===== src/hdl/wb_macros.svh =====
/*
 * write buffer constants
 * queue depth, line width and the bus beats needed per line
 */
`ifndef WB_MACROS_SVH
`define WB_MACROS_SVH

// queue entries
`define WB_DEPTH 5

// one cache line
`define WB_LINE_W 128

// 32-bit bus beats, follows from the line width
`define WB_BEATS (`WB_LINE_W / 32)

// occupancy count, must hold 0..WB_DEPTH
`define WB_CNT_W 3

`endif


===== src/hdl/wb_pkg.sv =====
/*
 * write buffer types
 * line address, the two views of a line, and one queue entry
 */
`include "wb_macros.svh"

package wb_pkg;

    // line address as seen by the cache
    typedef logic [31:0] wb_addr_t;

    // flat view for storage and forwarding,
    // beat view for the bus (beat 0 is the low word)
    typedef union packed {
        logic [`WB_LINE_W-1:0] flat;
        logic [`WB_BEATS-1:0][31:0] beat;
    } wb_line_u;

    // one dirty line, moved as a single value
    typedef struct packed {
        wb_addr_t addr;
        wb_line_u line;
    } wb_entry_t;

endpackage


===== src/hdl/wb_queue.sv =====
/*
 * write buffer queue
 * shift register of dirty lines with valid bits, push acknowledge and oldest-first pop
 */
`timescale 1ns/1ns
`include "wb_macros.svh"

module wb_queue (
    input  logic clk,
    input  logic rstn,
    input  logic in_valid,
    input  wb_pkg::wb_entry_t in_entry,
    output logic in_ready,
    input  logic pop,
    output wb_pkg::wb_entry_t head,
    output logic not_empty,
    output wb_pkg::wb_entry_t entries [`WB_DEPTH],
    output logic [`WB_DEPTH-1:0] valid
);
    import wb_pkg::*;

    localparam int CNT_W = `WB_CNT_W;

    wb_entry_t store [`WB_DEPTH];
    logic [CNT_W-1:0] count;
    logic [`WB_DEPTH-1:0] valid_nxt;
    logic full;
    logic push;

    assign full = (count == CNT_W'(`WB_DEPTH));
    assign not_empty = (count != '0);

    // one capture per acknowledge pulse, none while full
    assign push = in_valid && !in_ready && !full;

    // newest in slot 0, older entries move up
    always_ff @(posedge clk) begin
        if (push) begin
            store[0] <= in_entry;
            for (int i = 1; i < `WB_DEPTH; i++) begin
                store[i] <= store[i-1];
            end
        end
    end

    assign entries = store;

    // pop clears the oldest slot first, then a push shifts the bits along
    always_comb begin
        valid_nxt = valid;
        for (int i = 0; i < `WB_DEPTH; i++) begin
            if (pop && count == CNT_W'(i + 1)) begin
                valid_nxt[i] = 1'b0;
            end
        end
        if (push) begin
            valid_nxt = {valid_nxt[`WB_DEPTH-2:0], 1'b1};
        end
    end

    always_ff @(posedge clk or negedge rstn) begin
        if (!rstn) begin
            valid <= '0;
        end else begin
            valid <= valid_nxt;
        end
    end

    always_ff @(posedge clk or negedge rstn) begin
        if (!rstn) begin
            count <= '0;
        end else begin
            case ({push, pop})
                2'b10: count <= count + 1'b1;
                2'b01: count <= count - 1'b1;
                default: count <= count;
            endcase
        end
    end

    // acknowledge follows the capture edge by one cycle
    always_ff @(posedge clk or negedge rstn) begin
        if (!rstn) begin
            in_ready <= 1'b0;
        end else begin
            in_ready <= push;
        end
    end

    // oldest entry sits at slot count-1
    always_comb begin
        head = '0;
        for (int i = 0; i < `WB_DEPTH; i++) begin
            if (count == CNT_W'(i + 1)) begin
                head = store[i];
            end
        end
    end

endmodule


===== src/hdl/wb_query_match.sv =====
/*
 * read-after-write forwarding
 * finds the youngest valid queue entry whose address matches the query
 */
`timescale 1ns/1ns
`include "wb_macros.svh"

module wb_query_match (
    input  wb_pkg::wb_addr_t query_addr,
    input  wb_pkg::wb_entry_t entries [`WB_DEPTH],
    input  logic [`WB_DEPTH-1:0] valid,
    output logic query_hit,
    output wb_pkg::wb_line_u query_data
);

    // walk oldest to youngest so the lowest index hit is kept
    always_comb begin
        query_hit = 1'b0;
        query_data = '0;
        for (int i = `WB_DEPTH - 1; i >= 0; i--) begin
            if (valid[i] && entries[i].addr == query_addr) begin
                query_hit = 1'b1;
                query_data = entries[i].line;
            end
        end
    end

endmodule


===== src/hdl/wb_axi_writer.sv =====
/*
 * write buffer bus master
 * takes the bus lock, pops the oldest line and writes it as address, beats, response
 */
`timescale 1ns/1ns
`include "wb_macros.svh"

module wb_axi_writer (
    input  logic clk,
    input  logic rstn,
    input  logic not_empty,
    input  wb_pkg::wb_entry_t head,
    output logic pop,
    input  logic dma_lock,
    output logic wrt_lock,
    output wb_pkg::wb_addr_t aw_addr,
    output logic aw_valid,
    input  logic aw_ready,
    output logic [31:0] w_data,
    output logic w_valid,
    output logic w_last,
    input  logic w_ready,
    input  logic b_valid,
    output logic b_ready
);
    import wb_pkg::*;

    localparam int BEAT_W = $clog2(`WB_BEATS);

    localparam logic [1:0] ST_IDLE = 2'd0;
    localparam logic [1:0] ST_ADDR = 2'd1;
    localparam logic [1:0] ST_DATA = 2'd2;
    localparam logic [1:0] ST_RESP = 2'd3;

    logic [1:0] state;
    logic [1:0] state_nxt;
    logic [BEAT_W-1:0] beat;
    logic last_beat;
    wb_entry_t cur;

    // dma_lock only matters while idle
    assign pop = (state == ST_IDLE) && not_empty && !dma_lock;
    assign last_beat = (beat == BEAT_W'(`WB_BEATS - 1));

    always_comb begin
        state_nxt = state;
        case (state)
            ST_IDLE: begin
                if (pop) begin
                    state_nxt = ST_ADDR;
                end
            end
            ST_ADDR: begin
                if (aw_ready) begin
                    state_nxt = ST_DATA;
                end
            end
            ST_DATA: begin
                if (w_ready && last_beat) begin
                    state_nxt = ST_RESP;
                end
            end
            ST_RESP: begin
                if (b_valid) begin
                    state_nxt = ST_IDLE;
                end
            end
            default: state_nxt = ST_IDLE;
        endcase
    end

    always_ff @(posedge clk or negedge rstn) begin
        if (!rstn) begin
            state <= ST_IDLE;
        end else begin
            state <= state_nxt;
        end
    end

    // beat index, restarts with every address phase
    always_ff @(posedge clk or negedge rstn) begin
        if (!rstn) begin
            beat <= '0;
        end else if (state == ST_ADDR) begin
            beat <= '0;
        end else if (state == ST_DATA && w_ready) begin
            beat <= beat + 1'b1;
        end
    end

    // the popped line, held for the whole transaction
    always_ff @(posedge clk) begin
        if (pop) begin
            cur <= head;
        end
    end

    // lock is up from the pop cycle until the response is taken
    assign wrt_lock = pop || (state != ST_IDLE);

    assign aw_valid = (state == ST_ADDR);
    assign aw_addr = cur.addr;

    assign w_valid = (state == ST_DATA);
    assign w_last = (state == ST_DATA) && last_beat;
    assign w_data = cur.line.beat[beat];

    assign b_ready = (state == ST_RESP);

endmodule


===== src/hdl/write_buffer.sv =====
/*
 * write buffer top
 * queue of dirty lines, read forwarding and a bus writer sharing a lock with DMA
 */
`timescale 1ns/1ns
`include "wb_macros.svh"

module write_buffer (
    input  logic clk,
    input  logic rstn,
    input  logic in_valid,
    input  wb_pkg::wb_entry_t in_entry,
    output logic in_ready,
    input  wb_pkg::wb_addr_t query_addr,
    output logic query_hit,
    output wb_pkg::wb_line_u query_data,
    input  logic dma_lock,
    output logic wrt_lock,
    output wb_pkg::wb_addr_t aw_addr,
    output logic aw_valid,
    input  logic aw_ready,
    output logic [31:0] w_data,
    output logic w_valid,
    output logic w_last,
    input  logic w_ready,
    input  logic b_valid,
    output logic b_ready
);
    import wb_pkg::*;

    wb_entry_t q_entries [`WB_DEPTH];
    logic [`WB_DEPTH-1:0] q_valid;
    wb_entry_t q_head;
    logic q_not_empty;
    logic q_pop;

    wb_queue wb_queue_i (
        .clk        (clk),
        .rstn       (rstn),
        .in_valid   (in_valid),
        .in_entry   (in_entry),
        .in_ready   (in_ready),
        .pop        (q_pop),
        .head       (q_head),
        .not_empty  (q_not_empty),
        .entries    (q_entries),
        .valid      (q_valid)
    );

    wb_query_match wb_query_match_i (
        .query_addr (query_addr),
        .entries    (q_entries),
        .valid      (q_valid),
        .query_hit  (query_hit),
        .query_data (query_data)
    );

    wb_axi_writer wb_axi_writer_i (
        .clk        (clk),
        .rstn       (rstn),
        .not_empty  (q_not_empty),
        .head       (q_head),
        .pop        (q_pop),
        .dma_lock   (dma_lock),
        .wrt_lock   (wrt_lock),
        .aw_addr    (aw_addr),
        .aw_valid   (aw_valid),
        .aw_ready   (aw_ready),
        .w_data     (w_data),
        .w_valid    (w_valid),
        .w_last     (w_last),
        .w_ready    (w_ready),
        .b_valid    (b_valid),
        .b_ready    (b_ready)
    );

endmodule


===== config.mk =====
export PLATFORM = sky130hd
export DESIGN_NAME = write_buffer
export DESIGN_NICKNAME = d
export VERILOG_FILES = /design/src/hdl/wb_pkg.sv /design/src/hdl/wb_queue.sv /design/src/hdl/wb_query_match.sv /design/src/hdl/wb_axi_writer.sv /design/src/hdl/write_buffer.sv
export VERILOG_INCLUDE_DIRS = /design/src /design/src/hdl
export SDC_FILE = /design/constraint.sdc
export NUM_CORES = 1
export LEC_CHECK = 0
export BUFFER_PORTS_ARGS = -buffer_cell sky130_fd_sc_hd__buf_2
export CORE_MARGIN = 5
export CORE_UTILIZATION = 45
export CTS_BUF_LIST = sky130_fd_sc_hd__clkbuf_4 sky130_fd_sc_hd__clkbuf_8 sky130_fd_sc_hd__clkbuf_16
export DETAILED_ROUTE_END_ITERATION = 10
export PLACE_DENSITY = 0.64
export SETUP_SLACK_MARGIN = 0.2
export SKIP_LAST_GASP = 1
export SLEW_MARGIN = 0
export SYNTH_ARGS = -nofsm -noshare
export SYNTH_HDL_FRONTEND = slang
export SYNTH_SLANG_ARGS = --single-unit

===== constraint.sdc =====
create_clock -name clk -period 21.3 [get_ports clk]
set_input_delay 4.26 -clock clk [delete_from_list [all_inputs] [get_ports clk]]
set_output_delay 4.26 -clock clk [all_outputs]
set_load 0.02 [all_outputs]

After elaboration in Yosys (flattened, before gate mapping)
Index checks and enable logic that the tools add are counted.
{ "classes": {"add_sub_neg": 3, "n_mux": 31, "n_reduce_logical": 28, "n_eq_ne": 20, "order_cmp": 1} }
{ "ops": {"columns": ["operator", "count"], "rows": [
  ["$mux 160", 5],
  ["$mux 128", 5],
  ["$eq 32x32->1", 5],
  ["$bmux 32 s2", 1],
  ["$mux 32", 1],
  ["$logic_and 1x1->1", 17],
  ["$mux 2", 6],
  ["$mux 1", 10],
  ["$eq 2x2->1 const B", 4],
  ["$pmux 2 s4", 1],
  ["$reduce_bool 2->1", 4],
  ["$eq 3x2->1 const B", 2],
  ["$eq 3x3->1 const B", 2],
  ["$ne 2x1->1 const B", 3],
  ["$pmux 3 s2", 1],
  ["$mux 5", 1],
  ["$eq 2x1->1 const B", 2],
  ["$reduce_and 4->1", 1],
  ["$add 3x1->3 const B", 1],
  ["$eq 3x1->1 const B", 1],
  ["$logic_not 1->1", 3],
  ["$lt 2x3->1 const B", 1],
  ["$reduce_bool 3->1", 1],
  ["$sub 3x1->3 const B", 1],
  ["4 further kinds", 4]
]} }
{ "totals": {"word_cells": 101, "in_bits": 199, "out_inout_bits": 199, "reg_bits": 973} }

Depth between registers and ports, before layout
{ "logic_depth": {"word_depth": 7, "ltp_mapped": 11, "mapped_depth_nobuf": 9} }

By module
From an unflattened synthesis, not the netlist that was laid out.
{ "unflattened": {"cells_unflattened": 3701, "area_unflattened_um2": 46229.3} }
{ "by_module_without_submodules": {"columns": ["module", "area_each_um2", "seq_area_each_um2", "cells_each", "n_inst"], "rows": [
  ["wb_queue", 31692.9, 24248.3, 2152, 1],
  ["wb_query_match", 8373.0, 0.0, 1286, 1],
  ["wb_axi_writer", 6163.4, 4904.7, 263, 1]
]} }

Least setup slack after synthesis
OpenSTA, ideal clock, no wires.
{ "synth_path": {"kind": "input to register", "startpoint": "input port in_valid", "endpoint": "register wb_queue_i.valid[3]", "slack_ps": -569, "t_arrival_ps": 21059, "t_required_ps": 20491, "path_buffers": 0, "path_stages": 3, "setup_time_ps": 809, "cell_sequence": "nand3b_1 -> inv_1 -> o21ai_0"} }
{ "synth_via": {"elab_chain_cells": 3} }
{ "synth_rtl": {"columns": ["element", "line", "source"], "rows": [
  ["start, declared", "write_buffer.sv:11", "input logic in_valid,"],
  ["$logic_and 1x1->1 (2 in a row)", "wb_queue.sv:34", "assign push = in_valid && !in_ready && !full;"],
  ["named net wb_queue_i.push", "wb_queue.sv:28", "logic push;"],
  ["$mux 5", "wb_queue.sv:56", "if (push) begin"],
  ["named net wb_queue_i.valid_nxt[3]", "wb_queue.sv:26", "logic [`WB_DEPTH-1:0] valid_nxt;"],
  ["end signal, assigned", "wb_queue.sv:65", "valid <= valid_nxt;"],
  ["end, declared", "wb_queue.sv:18", "output logic [`WB_DEPTH-1:0] valid"]
]} }
The timed path passes the listed nets, and every way through them passes these cells.
A chain may end at the register's enable or synchronous reset.

==> reports/metrics.yaml <==
outcome:
  failed_checks: "slew limit"
  status: "finished with violations"
clock_tree:
  clk_pin_slew_ps: 60
  holdBufCountCts: 0
  cts.sinks: 973
  cts_buffer_depth: 3
  htreeDepth: 3
  root_buffer: "clkbuf_16"
  numCtsBuffers: 110
  clock_latency_ps: 700
  postCtsSetupBuffers: 0
  cts_tree: "built"
  post_cts_resize_count: 0
timing:
  period_share_pct: 61.52
  rsz0062_at_grt: "no"
  hold_slack_ps: 446.8
  max_slew_margin_pct: -7.361
  setup_violations: 0
  final_hold_viol_count: 0
  setup_tns_ps: 0
  max_freq_ghz: 0.07631
  worst_pin_slew_ps: 1610
  period_needed_ps: 13100
  drv_slew: 70
  skew_ps: 35.09
yosys:
  ys_warn_count: 0
  synth_most_common_cell: "edfxtp_1"
  synth_ff_type: "edfxtp_1"
  ys_ff_latch: 973
  netlist_instances: 4021
  synthesis.area_mm2: 0.04841
  syn_nets: 4233
  netlist-cell-type-count: 52
  synth_edf_count: 960
  synthTopCellsByCount: "960 x edfxtp_1, 344 x clkbuf_1, 301 x nand2_1"
  synth.avg_cell_area_um2: 12.04
  synth.top_cell.area_share_pct: 59.55
  synthTopCellsByArea: "edfxtp_1 60%, nand4_1 3.6%, a221oi_1 2.9%"
  synth_top_cell_by_area: "edfxtp_1"
  synthArstFlopShare_pct: 1.336
  yosysSeqAreaShare_pct: 60.22
global_route:
  track_usage_pct: 28.28
  grt_most_used_layer: "met2"
  grt_util_met1_pct: 39.93
  grt_pass1_vias: 34840
  antenna_found_initial: 10
  grt_max_degree: 200
  grt_use_met3_pct: 6.912
  use_met2_pct: 43.29
  grt_overflow: 0
  grt_pass1_wl_um: 243300
drt:
  ant_nets: 0
  vias_per_cell: 6.627
  avgRoutedWirePerCell_um: 29.95
  firstDrtPassIters: 6
  wl_um: 167900
  vias: 37160
  drcViolationCount: 0
  drt_iter0_drc: 5229
layout:
  finalNonFillerCells: 5607
  fill_cells: 9327
  drive_gt1_share_pct: 16.73
  utilization_pct: 50.91
  syn2layout_area_growth_pct: 12.43
  num-nets-final: 4314
worst_setup_path:
  cp.arrival_ps: 8840
  start_kind: "input port"
  worstPathRequired_ps: 17040
  reg2regPathDepth: 8
  path_class: "in -> out"
  endpoint_kind: "primary output"
  worstPathMaxFanout: 194
  reg2reg_from: "wb_queue_i.count[1]"
  regToRegSetupSlack_ps: 16290
  r2r-end: "wb_queue_i.entries[260]"
floorplan:
  die_x_um: 338.0
  die-area_mm2: 0.1142
  ios: 398
  start_util_pct: 45.29
  core_area_mm2: 0.1069
  chipHeight_um: 338.0
  std_cell_rows: 120
pwr:
  powerDensity_mw_per_mm2: 129.5
  power_leakage_nw: 17.27
  peakVddDrop_mv: 0.1289
flow_run:
  drv_cap: 0
min_path:
  worstHoldStart: "wb_queue_i.entries[448]"
  hp-class: "reg -> reg"
  min_to: "wb_queue_i.entries[288]"
  holdPathStages: 0
place:
  place_hpwl_um: 99590
  io_buffers: 397
  dpl.cell_count: 5393
  place.gp.congestion: 0.8921
==> kinds of logic after synthesis <==
| family | Yosys count | share of synthesized area (%) |
|---|---|---|
| simple gates | 1456 | 16.54 |
| flops | 973 | 60.22 |
| compound gates | 889 | 13.84 |
| buf+inv | 500 | 4.688 |
| xor+xnor | 156 | 2.838 |
| mux | 34 | 1.533 |
| fa+ha+maj | 13 | 0.3360 |
==> worst max-delay path, cell delays in order <==
cell and delay (ps):
buf_2 160, xnor2_1 350, nand4_1 220, nor4_4 250, buf_4 670, and4_4 940
buf_12 440, o311ai_0 320, a32o_1 340, buf_2 180
==> report_power, final <==
group | total (mW) | internal, mW | switching, mW
logic | 1.96 | 0.575 | 1.38
registers | 3.08 | 2.76 | 0.314
clock network | 2.01 | 1.20 | 0.811
total | 7.05 | 4.54 | 2.51
==> sequential cells by signal (all words and copies together) (netlist names) <==
name / flops
wb_axi_writer_i.beat: 2
wb_axi_writer_i.state: 2
wb_queue_i.entries: 800
wb_axi_writer_i.cur: 128
wb_queue_i.in_ready: 1
wb_queue_i.count: 3
wb_queue_i.valid: 5
wb_axi_writer_i.aw_addr: 32
==> placed cells by master, fill, tap and decap left out, drive strengths merged, types with 2 or more instances in the layout <==
cell / instances
edfxtp: 960
clkbuf: 135
mux4: 32
nand2b: 130
xnor2: 96
a32o: 128
a21oi: 164
o21ai: 165
o311ai: 128
nor2: 5
inv: 22
nand3: 134
bufinv: 17
nor3: 164
o41ai: 128
a211oi: 4
diode: 9
a221oi: 160
nand2: 301
dfrtp: 13
xor2: 60
nand4: 280
or2: 128
and2: 131
o22ai: 4
ha: 13
clkinvlp: 6
clkinv: 42
nor4: 17
nor2b: 159
and3: 2
a222oi: 3
buf: 452
==> through the flow <==
| step | cell area [µm²] | worst slack (ps) | power, mW |
|---|---|---|---|
| after floorplan | 48420 | 4316 | 4.354 |
| final | 54430 | 8196 | 7.046 |
| after global placement | 50610 | 8552 | 5.006 |
| after global routing | 54420 | 8210 | 7.314 |
| after CTS | 54410 | 8521 | 7.037 |
| after detailed placement | 50610 | 8538 | 5.019 |
==> worst max-delay path by stage <==
stage               cells after the start  slack, ps               endpoint      startpoint
global route                           10       8210         query_data[79]  query_addr[30]
CTS                                    10       8520         query_data[93]  query_addr[27]
detailed placement                     10       8540         query_data[93]  query_addr[27]
finish                                 10       8200         query_data[78]  query_addr[24]
global placement                        9       8550          query_data[6]  query_addr[24]
floorplan                               2       4320  wb_queue_i.entries[0]        in_valid
==> per-layer routing <==
layer  part of all wire (%)  up-vias
met3                     11      315
met5                 0.0077        -
met4                    3.6        2
met2                     45     2373
li1                       -    15900
met1                     40    18570
==> layout make-up <==
class	count	area (µm²)	share of cell area, %
diodes	9	22.52	0.04138
multi-input cells	2548	17120	31.46
well taps	1403	1755	3.225
clock buffers	135	2988	5.490
inverters	17	75.07	0.1379
clock inverters	70	812.0	1.492
repair buffers	452	2500	4.593
flip-flops and latches	973	29150	53.56
No activity file was read; power rests on OpenSTA's default activity.
